[config.mk]
export PLATFORM = sky130hd
export DESIGN_NAME = exec_cluster
export DESIGN_NICKNAME = d
export VERILOG_FILES = /design/src/verilog/exec_pkg.sv /design/src/verilog/rs_dispatch.sv /design/src/verilog/rs_entry.sv /design/src/verilog/rs_issue_select.sv /design/src/verilog/alu_exec.sv /design/src/verilog/exec_cluster.sv
export SDC_FILE = /design/constraint.sdc
export NUM_CORES = 2
export LEC_CHECK = 0
export BUFFER_PORTS_ARGS = -buffer_cell sky130_fd_sc_hd__buf_2
export CAP_MARGIN = 20
export CORE_UTILIZATION = 45
export CTS_BUF_LIST = sky130_fd_sc_hd__clkbuf_8
export DETAILED_ROUTE_END_ITERATION = 6
export MAX_ROUTING_LAYER = met4
export PLACE_DENSITY_LB_ADDON = 0.08
export SKIP_LAST_GASP = 1
export SLEW_MARGIN = 40
export SYNTH_ARGS = -nofsm -noshare
export SYNTH_HDL_FRONTEND = slang
export SYNTH_SLANG_ARGS = --single-unit
[constraint.sdc]
create_clock -name clk_in -period 6.6 [get_ports clk_in]
set_input_delay 1.32 -clock clk_in [delete_from_list [all_inputs] [get_ports clk_in]]
set_output_delay 1.32 -clock clk_in [all_outputs]
set_load 0.02 [all_outputs]
[src/verilog/exec_pkg.sv]
// widths, sizes and ALU operation codes shared by the execution cluster
// referenced by scoped name from the RTL and the testbench

`default_nettype none

package exec_pkg;

  localparam int DATA_BITS  = 32;
  localparam int TAG_BITS   = 4;
  localparam int RS_ENTRIES = 8;

  // shift amount field of operand b
  localparam int SHAMT_BITS = $clog2(DATA_BITS);

  typedef logic [DATA_BITS-1:0]  data_t;
  typedef logic [TAG_BITS-1:0]   tag_t;
  typedef logic [RS_ENTRIES-1:0] rs_vec_t;

  // register-register RV32I integer operations
  typedef enum logic [3:0] {
    ALU_ADD  = 4'd0,
    ALU_SUB  = 4'd1,
    ALU_AND  = 4'd2,
    ALU_OR   = 4'd3,
    ALU_XOR  = 4'd4,
    ALU_SLL  = 4'd5,
    ALU_SRL  = 4'd6,
    ALU_SRA  = 4'd7,
    ALU_SLT  = 4'd8,
    ALU_SLTU = 4'd9
  } alu_op_e;

endpackage

`default_nettype wire

[src/verilog/rs_dispatch.sv]
// allocates the lowest free reservation entry for an incoming operation
// and resolves operands whose producer is on the CDB in the same cycle

`timescale 1ns/1ps
`default_nettype none

module rs_dispatch (
  input  wire                     clk_in,
  input  wire                     reset,
  input  wire                     flush,
  input  wire                     in_valid,
  input  wire exec_pkg::alu_op_e  in_op,
  input  wire exec_pkg::tag_t     in_tag,
  input  wire                     in_src1_ready,
  input  wire exec_pkg::tag_t     in_src1_tag,
  input  wire exec_pkg::data_t    in_src1_value,
  input  wire                     in_src2_ready,
  input  wire exec_pkg::tag_t     in_src2_tag,
  input  wire exec_pkg::data_t    in_src2_value,
  input  wire exec_pkg::rs_vec_t  busy,
  input  wire                     cdb_valid,
  input  wire exec_pkg::tag_t     cdb_tag,
  input  wire exec_pkg::data_t    cdb_value,
  output exec_pkg::rs_vec_t       entry_write,
  output exec_pkg::alu_op_e       wr_op,
  output exec_pkg::tag_t          wr_tag,
  output logic                    wr_src1_ready,
  output exec_pkg::tag_t          wr_src1_tag,
  output exec_pkg::data_t         wr_src1_value,
  output logic                    wr_src2_ready,
  output exec_pkg::tag_t          wr_src2_tag,
  output exec_pkg::data_t         wr_src2_value
);

  exec_pkg::rs_vec_t free_vec;

  function automatic logic [exec_pkg::DATA_BITS:0] resolve(
    input logic            ready,
    input exec_pkg::tag_t  tag,
    input exec_pkg::data_t value
  );
    if (ready) return {1'b1, value};
    if (cdb_valid && cdb_tag == tag) return {1'b1, cdb_value};
    return {1'b0, value};
  endfunction

  // lowest set bit of the free vector
  assign free_vec    = ~busy;
  assign entry_write = (in_valid && !flush) ? (free_vec & (~free_vec + 1'b1)) : '0;

  always_comb begin
    wr_op       = in_op;
    wr_tag      = in_tag;
    wr_src1_tag = in_src1_tag;
    wr_src2_tag = in_src2_tag;
    {wr_src1_ready, wr_src1_value} = resolve(in_src1_ready, in_src1_tag, in_src1_value);
    {wr_src2_ready, wr_src2_value} = resolve(in_src2_ready, in_src2_tag, in_src2_value);
  end

endmodule

`default_nettype wire

[src/verilog/rs_entry.sv]
// one reservation entry holding an ALU operation until both operands arrive
// operands wake from the CDB, the entry frees itself on grant or flush

`timescale 1ns/1ps
`default_nettype none

module rs_entry (
  input  wire                     clk_in,
  input  wire                     reset,
  input  wire                     flush,
  input  wire                     write,
  input  wire exec_pkg::alu_op_e  wr_op,
  input  wire exec_pkg::tag_t     wr_tag,
  input  wire                     wr_src1_ready,
  input  wire exec_pkg::tag_t     wr_src1_tag,
  input  wire exec_pkg::data_t    wr_src1_value,
  input  wire                     wr_src2_ready,
  input  wire exec_pkg::tag_t     wr_src2_tag,
  input  wire exec_pkg::data_t    wr_src2_value,
  input  wire                     cdb_valid,
  input  wire exec_pkg::tag_t     cdb_tag,
  input  wire exec_pkg::data_t    cdb_value,
  input  wire                     grant,
  output logic                    busy,
  output logic                    ready,
  output exec_pkg::alu_op_e       op,
  output exec_pkg::tag_t          tag,
  output exec_pkg::data_t         src1_value,
  output exec_pkg::data_t         src2_value
);

  logic           src1_ready;
  logic           src2_ready;
  exec_pkg::tag_t src1_tag;
  exec_pkg::tag_t src2_tag;
  logic           src1_wake;
  logic           src2_wake;

  assign src1_wake = busy && !src1_ready && cdb_valid && (cdb_tag == src1_tag);
  assign src2_wake = busy && !src2_ready && cdb_valid && (cdb_tag == src2_tag);

  always_ff @(posedge clk_in) begin
    if (reset || flush) begin
      busy       <= 1'b0;
      src1_ready <= 1'b0;
      src2_ready <= 1'b0;
    end else if (write) begin
      busy       <= 1'b1;
      src1_ready <= wr_src1_ready;
      src2_ready <= wr_src2_ready;
    end else if (grant) begin
      busy <= 1'b0;
    end else begin
      if (src1_wake) src1_ready <= 1'b1;
      if (src2_wake) src2_ready <= 1'b1;
    end
  end

  // held operation and operand values
  always_ff @(posedge clk_in) begin
    if (write) begin
      op         <= wr_op;
      tag        <= wr_tag;
      src1_tag   <= wr_src1_tag;
      src2_tag   <= wr_src2_tag;
      src1_value <= wr_src1_value;
      src2_value <= wr_src2_value;
    end else begin
      if (src1_wake) src1_value <= cdb_value;
      if (src2_wake) src2_value <= cdb_value;
    end
  end

  assign ready = busy && src1_ready && src2_ready;

endmodule

`default_nettype wire

[src/verilog/rs_issue_select.sv]
// picks the lowest ready reservation entry each cycle and feeds it to the ALU
// one credit goes back to the sender for every entry granted

`timescale 1ns/1ps
`default_nettype none

module rs_issue_select (
  input  wire                                               clk_in,
  input  wire                                               reset,
  input  wire                                               flush,
  input  wire exec_pkg::rs_vec_t                            ready,
  input  wire exec_pkg::alu_op_e [exec_pkg::RS_ENTRIES-1:0] op,
  input  wire exec_pkg::tag_t    [exec_pkg::RS_ENTRIES-1:0] tag,
  input  wire exec_pkg::data_t   [exec_pkg::RS_ENTRIES-1:0] src1_value,
  input  wire exec_pkg::data_t   [exec_pkg::RS_ENTRIES-1:0] src2_value,
  output exec_pkg::rs_vec_t                                 grant,
  output logic                                              issue_valid,
  output exec_pkg::alu_op_e                                 issue_op,
  output exec_pkg::tag_t                                    issue_tag,
  output exec_pkg::data_t                                   issue_a,
  output exec_pkg::data_t                                   issue_b,
  output logic                                              credit_return
);

  // fixed priority, lowest index wins
  assign grant       = ready & (~ready + 1'b1);
  assign issue_valid = |ready;

  always_comb begin
    issue_op  = exec_pkg::ALU_ADD;
    issue_tag = '0;
    issue_a   = '0;
    issue_b   = '0;
    for (int i = 0; i < exec_pkg::RS_ENTRIES; i++) begin
      if (grant[i]) begin
        issue_op  = op[i];
        issue_tag = tag[i];
        issue_a   = src1_value[i];
        issue_b   = src2_value[i];
      end
    end
  end

  // a grant in a flush cycle frees nothing the sender still counts
  always_ff @(posedge clk_in) begin
    if (reset || flush) begin
      credit_return <= 1'b0;
    end else begin
      credit_return <= issue_valid;
    end
  end

endmodule

`default_nettype wire

[src/verilog/alu_exec.sv]
// single-stage integer ALU, its registered result is the CDB broadcast
// a flush drops whatever was issued in that cycle

`timescale 1ns/1ps
`default_nettype none

module alu_exec (
  input  wire                     clk_in,
  input  wire                     reset,
  input  wire                     flush,
  input  wire                     issue_valid,
  input  wire exec_pkg::alu_op_e  issue_op,
  input  wire exec_pkg::tag_t     issue_tag,
  input  wire exec_pkg::data_t    issue_a,
  input  wire exec_pkg::data_t    issue_b,
  output logic                    cdb_valid,
  output exec_pkg::tag_t          cdb_tag,
  output exec_pkg::data_t         cdb_value
);

  exec_pkg::data_t                   result;
  logic [exec_pkg::SHAMT_BITS-1:0]   shamt;

  assign shamt = issue_b[exec_pkg::SHAMT_BITS-1:0];

  always_comb begin
    case (issue_op)
      exec_pkg::ALU_ADD:  result = issue_a + issue_b;
      exec_pkg::ALU_SUB:  result = issue_a - issue_b;
      exec_pkg::ALU_AND:  result = issue_a & issue_b;
      exec_pkg::ALU_OR:   result = issue_a | issue_b;
      exec_pkg::ALU_XOR:  result = issue_a ^ issue_b;
      exec_pkg::ALU_SLL:  result = issue_a << shamt;
      exec_pkg::ALU_SRL:  result = issue_a >> shamt;
      exec_pkg::ALU_SRA:  result = $signed(issue_a) >>> shamt;
      exec_pkg::ALU_SLT:  result = exec_pkg::data_t'($signed(issue_a) < $signed(issue_b));
      exec_pkg::ALU_SLTU: result = exec_pkg::data_t'(issue_a < issue_b);
      default:            result = '0;
    endcase
  end

  always_ff @(posedge clk_in) begin
    if (reset || flush) begin
      cdb_valid <= 1'b0;
    end else begin
      cdb_valid <= issue_valid;
    end
  end

  // broadcast payload
  always_ff @(posedge clk_in) begin
    if (issue_valid) begin
      cdb_tag   <= issue_tag;
      cdb_value <= result;
    end
  end

endmodule

`default_nettype wire

[src/verilog/exec_cluster.sv]
// integer execution cluster: dispatch, reservation entries, issue select and ALU
// operations enter under credits, results leave on the CDB

`timescale 1ns/1ps
`default_nettype none

module exec_cluster (
  input  wire                     clk_in,
  input  wire                     reset,
  input  wire                     flush,
  input  wire                     in_valid,
  input  wire exec_pkg::alu_op_e  in_op,
  input  wire exec_pkg::tag_t     in_tag,
  input  wire                     in_src1_ready,
  input  wire exec_pkg::tag_t     in_src1_tag,
  input  wire exec_pkg::data_t    in_src1_value,
  input  wire                     in_src2_ready,
  input  wire exec_pkg::tag_t     in_src2_tag,
  input  wire exec_pkg::data_t    in_src2_value,
  output wire                     credit_return,
  output wire                     cdb_valid,
  output wire exec_pkg::tag_t     cdb_tag,
  output wire exec_pkg::data_t    cdb_value
);

  // dispatch to entries
  wire exec_pkg::rs_vec_t entry_write;
  wire exec_pkg::alu_op_e wr_op;
  wire exec_pkg::tag_t    wr_tag;
  wire                    wr_src1_ready;
  wire exec_pkg::tag_t    wr_src1_tag;
  wire exec_pkg::data_t   wr_src1_value;
  wire                    wr_src2_ready;
  wire exec_pkg::tag_t    wr_src2_tag;
  wire exec_pkg::data_t   wr_src2_value;

  // entries to select
  wire exec_pkg::rs_vec_t                            ent_busy;
  wire exec_pkg::rs_vec_t                            ent_ready;
  wire exec_pkg::rs_vec_t                            grant;
  wire exec_pkg::alu_op_e [exec_pkg::RS_ENTRIES-1:0] ent_op;
  wire exec_pkg::tag_t    [exec_pkg::RS_ENTRIES-1:0] ent_tag;
  wire exec_pkg::data_t   [exec_pkg::RS_ENTRIES-1:0] ent_src1_value;
  wire exec_pkg::data_t   [exec_pkg::RS_ENTRIES-1:0] ent_src2_value;

  // select to alu
  wire                    issue_valid;
  wire exec_pkg::alu_op_e issue_op;
  wire exec_pkg::tag_t    issue_tag;
  wire exec_pkg::data_t   issue_a;
  wire exec_pkg::data_t   issue_b;

  rs_dispatch dispatch (
    .clk_in        (clk_in),
    .reset         (reset),
    .flush         (flush),
    .in_valid      (in_valid),
    .in_op         (in_op),
    .in_tag        (in_tag),
    .in_src1_ready (in_src1_ready),
    .in_src1_tag   (in_src1_tag),
    .in_src1_value (in_src1_value),
    .in_src2_ready (in_src2_ready),
    .in_src2_tag   (in_src2_tag),
    .in_src2_value (in_src2_value),
    .busy          (ent_busy),
    .cdb_valid     (cdb_valid),
    .cdb_tag       (cdb_tag),
    .cdb_value     (cdb_value),
    .entry_write   (entry_write),
    .wr_op         (wr_op),
    .wr_tag        (wr_tag),
    .wr_src1_ready (wr_src1_ready),
    .wr_src1_tag   (wr_src1_tag),
    .wr_src1_value (wr_src1_value),
    .wr_src2_ready (wr_src2_ready),
    .wr_src2_tag   (wr_src2_tag),
    .wr_src2_value (wr_src2_value)
  );

  for (genvar i = 0; i < exec_pkg::RS_ENTRIES; i++) begin : g_entry
    rs_entry entry (
      .clk_in        (clk_in),
      .reset         (reset),
      .flush         (flush),
      .write         (entry_write[i]),
      .wr_op         (wr_op),
      .wr_tag        (wr_tag),
      .wr_src1_ready (wr_src1_ready),
      .wr_src1_tag   (wr_src1_tag),
      .wr_src1_value (wr_src1_value),
      .wr_src2_ready (wr_src2_ready),
      .wr_src2_tag   (wr_src2_tag),
      .wr_src2_value (wr_src2_value),
      .cdb_valid     (cdb_valid),
      .cdb_tag       (cdb_tag),
      .cdb_value     (cdb_value),
      .grant         (grant[i]),
      .busy          (ent_busy[i]),
      .ready         (ent_ready[i]),
      .op            (ent_op[i]),
      .tag           (ent_tag[i]),
      .src1_value    (ent_src1_value[i]),
      .src2_value    (ent_src2_value[i])
    );
  end

  rs_issue_select select (
    .clk_in        (clk_in),
    .reset         (reset),
    .flush         (flush),
    .ready         (ent_ready),
    .op            (ent_op),
    .tag           (ent_tag),
    .src1_value    (ent_src1_value),
    .src2_value    (ent_src2_value),
    .grant         (grant),
    .issue_valid   (issue_valid),
    .issue_op      (issue_op),
    .issue_tag     (issue_tag),
    .issue_a       (issue_a),
    .issue_b       (issue_b),
    .credit_return (credit_return)
  );

  alu_exec alu (
    .clk_in      (clk_in),
    .reset       (reset),
    .flush       (flush),
    .issue_valid (issue_valid),
    .issue_op    (issue_op),
    .issue_tag   (issue_tag),
    .issue_a     (issue_a),
    .issue_b     (issue_b),
    .cdb_valid   (cdb_valid),
    .cdb_tag     (cdb_tag),
    .cdb_value   (cdb_value)
  );

endmodule

`default_nettype wire

==> reports/results.tsv <==
stage	metric	value	unit
timing	period_needed	6.40	ns
drt	via_per_inst	6.63	
timing	relSlewSlack	0.382	
timing	max_freq	156	MHz
global_route	grt_use_total	0.394	
drt	routedWlPerCell	34.7	um
power_and_ir_drop	vdd_drop_max	0.175	mV
die	row_count	112	
drt	vias	35000	
logic_synthesis	synth_area_leaders	edfxtp_1 (48%), mux2_2 (14%), ha_1 (3.0%), nand2_1 (2.6%), nor2_1 (2.5%)	
die	die_height	308	um
timing	finalSetupViolCount	0	
worst_setup_path	cpLargestDelayFamily	compound AO/OA/AOI/OAI gates	
logic_synthesis	ys_seq_elements	701	
die	fp.dieArea	95100	um^2
cts	tritoncts	built	
logic_synthesis	synth_cells	3768	
global_route	grt_pass1_wl	257000	um
cells_and_area	area_delta_synth_final	12.6	%
worst_setup_path	slowest_stage	nand2_1	
timing	rsz0062_at_grt	false	
worst_setup_path	arrival	6.93	ns
worst_setup_path	worstPathRequired	7.13	ns
cells_and_area	final.fill_count	8432	
power_and_ir_drop	power_density	189	nW/um^2
placed_design	gp_congestion	1.05	
logic_synthesis	syn_area_per_cell	11.2	um^2
cells_and_area	final_cell_mix	edfxtp_1 (676), mux2_2 (527), nand2_1 (275)	
logic_synthesis	async_flop_share	0	
cts	hold_buffers	0	
drt	drt_iter0_markers	5018	
die	start_util	0.453	
cts	clk_latency	0.83	ns
timing	tns	0	ns
cells_and_area	layout.nets	4114	
cells_and_area	final_common_cell	edfxtp_1	
min_path	hold_start	g_entry[5].entry.src1_ready	
die	ioPinCount	124	
worst_setup_path	r2r_setup_slack	0.20	ns
logic_synthesis	yosysSeqAreaShare	0.492	
timing	hold-worst-slack	0.541	ns
cells_and_area	post_route_cells_drive_above_1_share	0.281	
die	coreArea	93200	um^2
logic_synthesis	yosys.area.top_type	edfxtp_1	
placed_design	io_buffers	123	
timing	slew_violations	0	
cts	h-tree-depth	4	
drt	ant_nets	0	
cts	cts_root_buf	clkbuf_8	
logic_synthesis	synth.distinct_cells	101	
global_route	antenna_found_initial	17	
timing	skew	0.0421	ns
flow_run	cap_violations	0	
worst_setup_path	cp-end-kind	flip-flop	
cts	clkTransAtPathRegs	0.06	ns
worst_setup_path	r2r-start	g_entry[5].entry.busy	
logic_synthesis	yosysTopAreaCellShare	0.480	
worst_setup_path	path_cells	nand3_1 -> nand2_1 -> nor3_4 -> buf_12 -> buf_4 -> a221oi_1 -> nand4_1 -> ha_1 -> nor2b_1 -> nor2_1 -> o211ai_1 -> a31oi_1 -> o21ai_1 -> a31o_1 -> a2111o_1 -> a211oi_2 -> o31ai_2 -> o41a_1 -> or3_1	
drt	drt_wl_total	183000	um
power_and_ir_drop	power_leakage	0.0160	uW
worst_setup_path	cp_max_fo	13	
cells_and_area	fin_util	0.511	
timing	setup_slack	0.203	ns
die	die_w	308	um
logic_synthesis	synthesis.nets	3957	
global_route	grt_max_degree	65	
cells_and_area	postLayoutCellArea	47600	um^2
logic_synthesis	synth_area	42200	um^2
logic_synthesis	synthFlopType	edfxtp_1	
status	status	complete, no violations	
worst_setup_path	crit_type	flip-flop to flip-flop	
min_path	hp-class	flip-flop to flip-flop	
placed_design	dp_hpwl	128000	um
logic_synthesis	synth_edf_count	676	
worst_setup_path	startpoint	g_entry[5].entry.busy	
placed_design	dp_slack	0.269	ns
drt	drc	0	
placed_design	placed_area	45100	um^2
timing	worst_pin_slew	0.926	ns
logic_synthesis	yosysWarningCount	0	
timing	min_period_over_period	0.969	
cts	clock-sinks	701	
worst_setup_path	cpPeakStageDelay	0.49	ns
cts	cts_buffer_depth	3	
worst_setup_path	start_kind	flip-flop	
worst_setup_path	crit_buf_inv	2	
global_route	grt_pass1_vias	33900	
timing	hold_viol	0	
drt	dr.pass1.iters	6	
cts	cts-buffers-inserted	132	
global_route	grt_remaining_overflow	0	
-- synthesized netlist by cell type, drive strengths merged, types with 77 or more instances --
library cell,n
nor3,81
nand2,291
nor2,289
inv,112
a21oi,187
ha,101
edfxtp,676
mux2,527
mux2i,95
a221oi,77
buf,157
clkbuf,139
nand3,99
o21ai,168
-- cell type report --
| cell class | count | area (um^2) | area share |
|---|---|---|---|
| sequential | 701 | 20800 | 0.437 |
| antenna | 12 | 30.0 | 0.000631 |
| multi-input combinational | 2659 | 20100 | 0.423 |
| clock inverter | 96 | 475 | 0.00999 |
| inverter | 112 | 420 | 0.00883 |
| tap | 1254 | 1570 | 0.0330 |
| timing repair buffer | 319 | 2280 | 0.0480 |
| clock buffer | 136 | 1870 | 0.0393 |
-- sequential cells by signal, indices dropped and copies added, names as in the netlist --
signal / flops
g_entry.entry.src1_value: 256
g_entry.entry.src2_value: 256
alu.cdb_value: 32
g_entry.entry.op: 32
g_entry.entry.src1_tag: 32
g_entry.entry.src2_tag: 32
g_entry.entry.tag: 32
g_entry.entry.busy: 8
g_entry.entry.src1_ready: 8
g_entry.entry.src2_ready: 8
alu.cdb_tag: 4
select.credit_return: 1
-- layer usage --
metal / track usage / routed length [um] / vias up
li1: - / - / 14800
met3: 0.0751 / 17500 / 446
met2: 0.591 / 82300 / 2168
met1: 0.519 / 74700 / 17600
met5: - / 0 / -
met4: 0.174 / 8770 / 0
-- per-stage QoR --
step,instances,total power [uW]
global route,5289,9200
floorplan,3768,5020
detailed placement,5040,5140
finish,5289,8980
global placement,5030,5140
CTS,5272,9020
-- worst paths after layout --
path                                       to  cells after the start
hold / removal    g_entry[5].entry.src1_ready                      2
setup / recovery             alu.cdb_value[0]                     19
hold reg to reg   g_entry[5].entry.src1_ready                      2
setup reg to reg             alu.cdb_value[0]                     19
-- kinds of logic (layout without fill, tap and decap cells) --
logic type	after synthesis	count (layout)	share of synthesized area
simple gates	963	963	0.107
other cells	0	12	0
flops	701	701	0.492
compound gates	888	888	0.148
xor+xnor	82	82	0.0170
fa+ha+maj	103	103	0.0309
buf+inv	408	663	0.0413
mux	623	623	0.164
-- tightest hold or removal path: cells and delay by family (launching register included) --
family           cells  cell delay (ns)
AND/OR/NAND/NOR      1             0.11
flip-flops           1             0.33
AO/OA/AOI/OAI        1             0.05
-- repair_timing --
action,in CTS,in global routing
setup endpoints to repair,0,3
buffers inserted,0,2
resized for setup,0,1
-- report_power, final --
| part | switching, uW | total [uW] | internal, uW | leakage, uW |
|---|---|---|---|---|
| Sequential | 9.89 | 4870 | 4860 | 0.00598 |
| Combinational | 134 | 189 | 54.9 | 0.00862 |
| Clock | 1960 | 3920 | 1960 | 0.00139 |
| Total | 2110 | 8980 | 6870 | 0.0160 |
No activity file was read; power rests on OpenSTA's default activity.
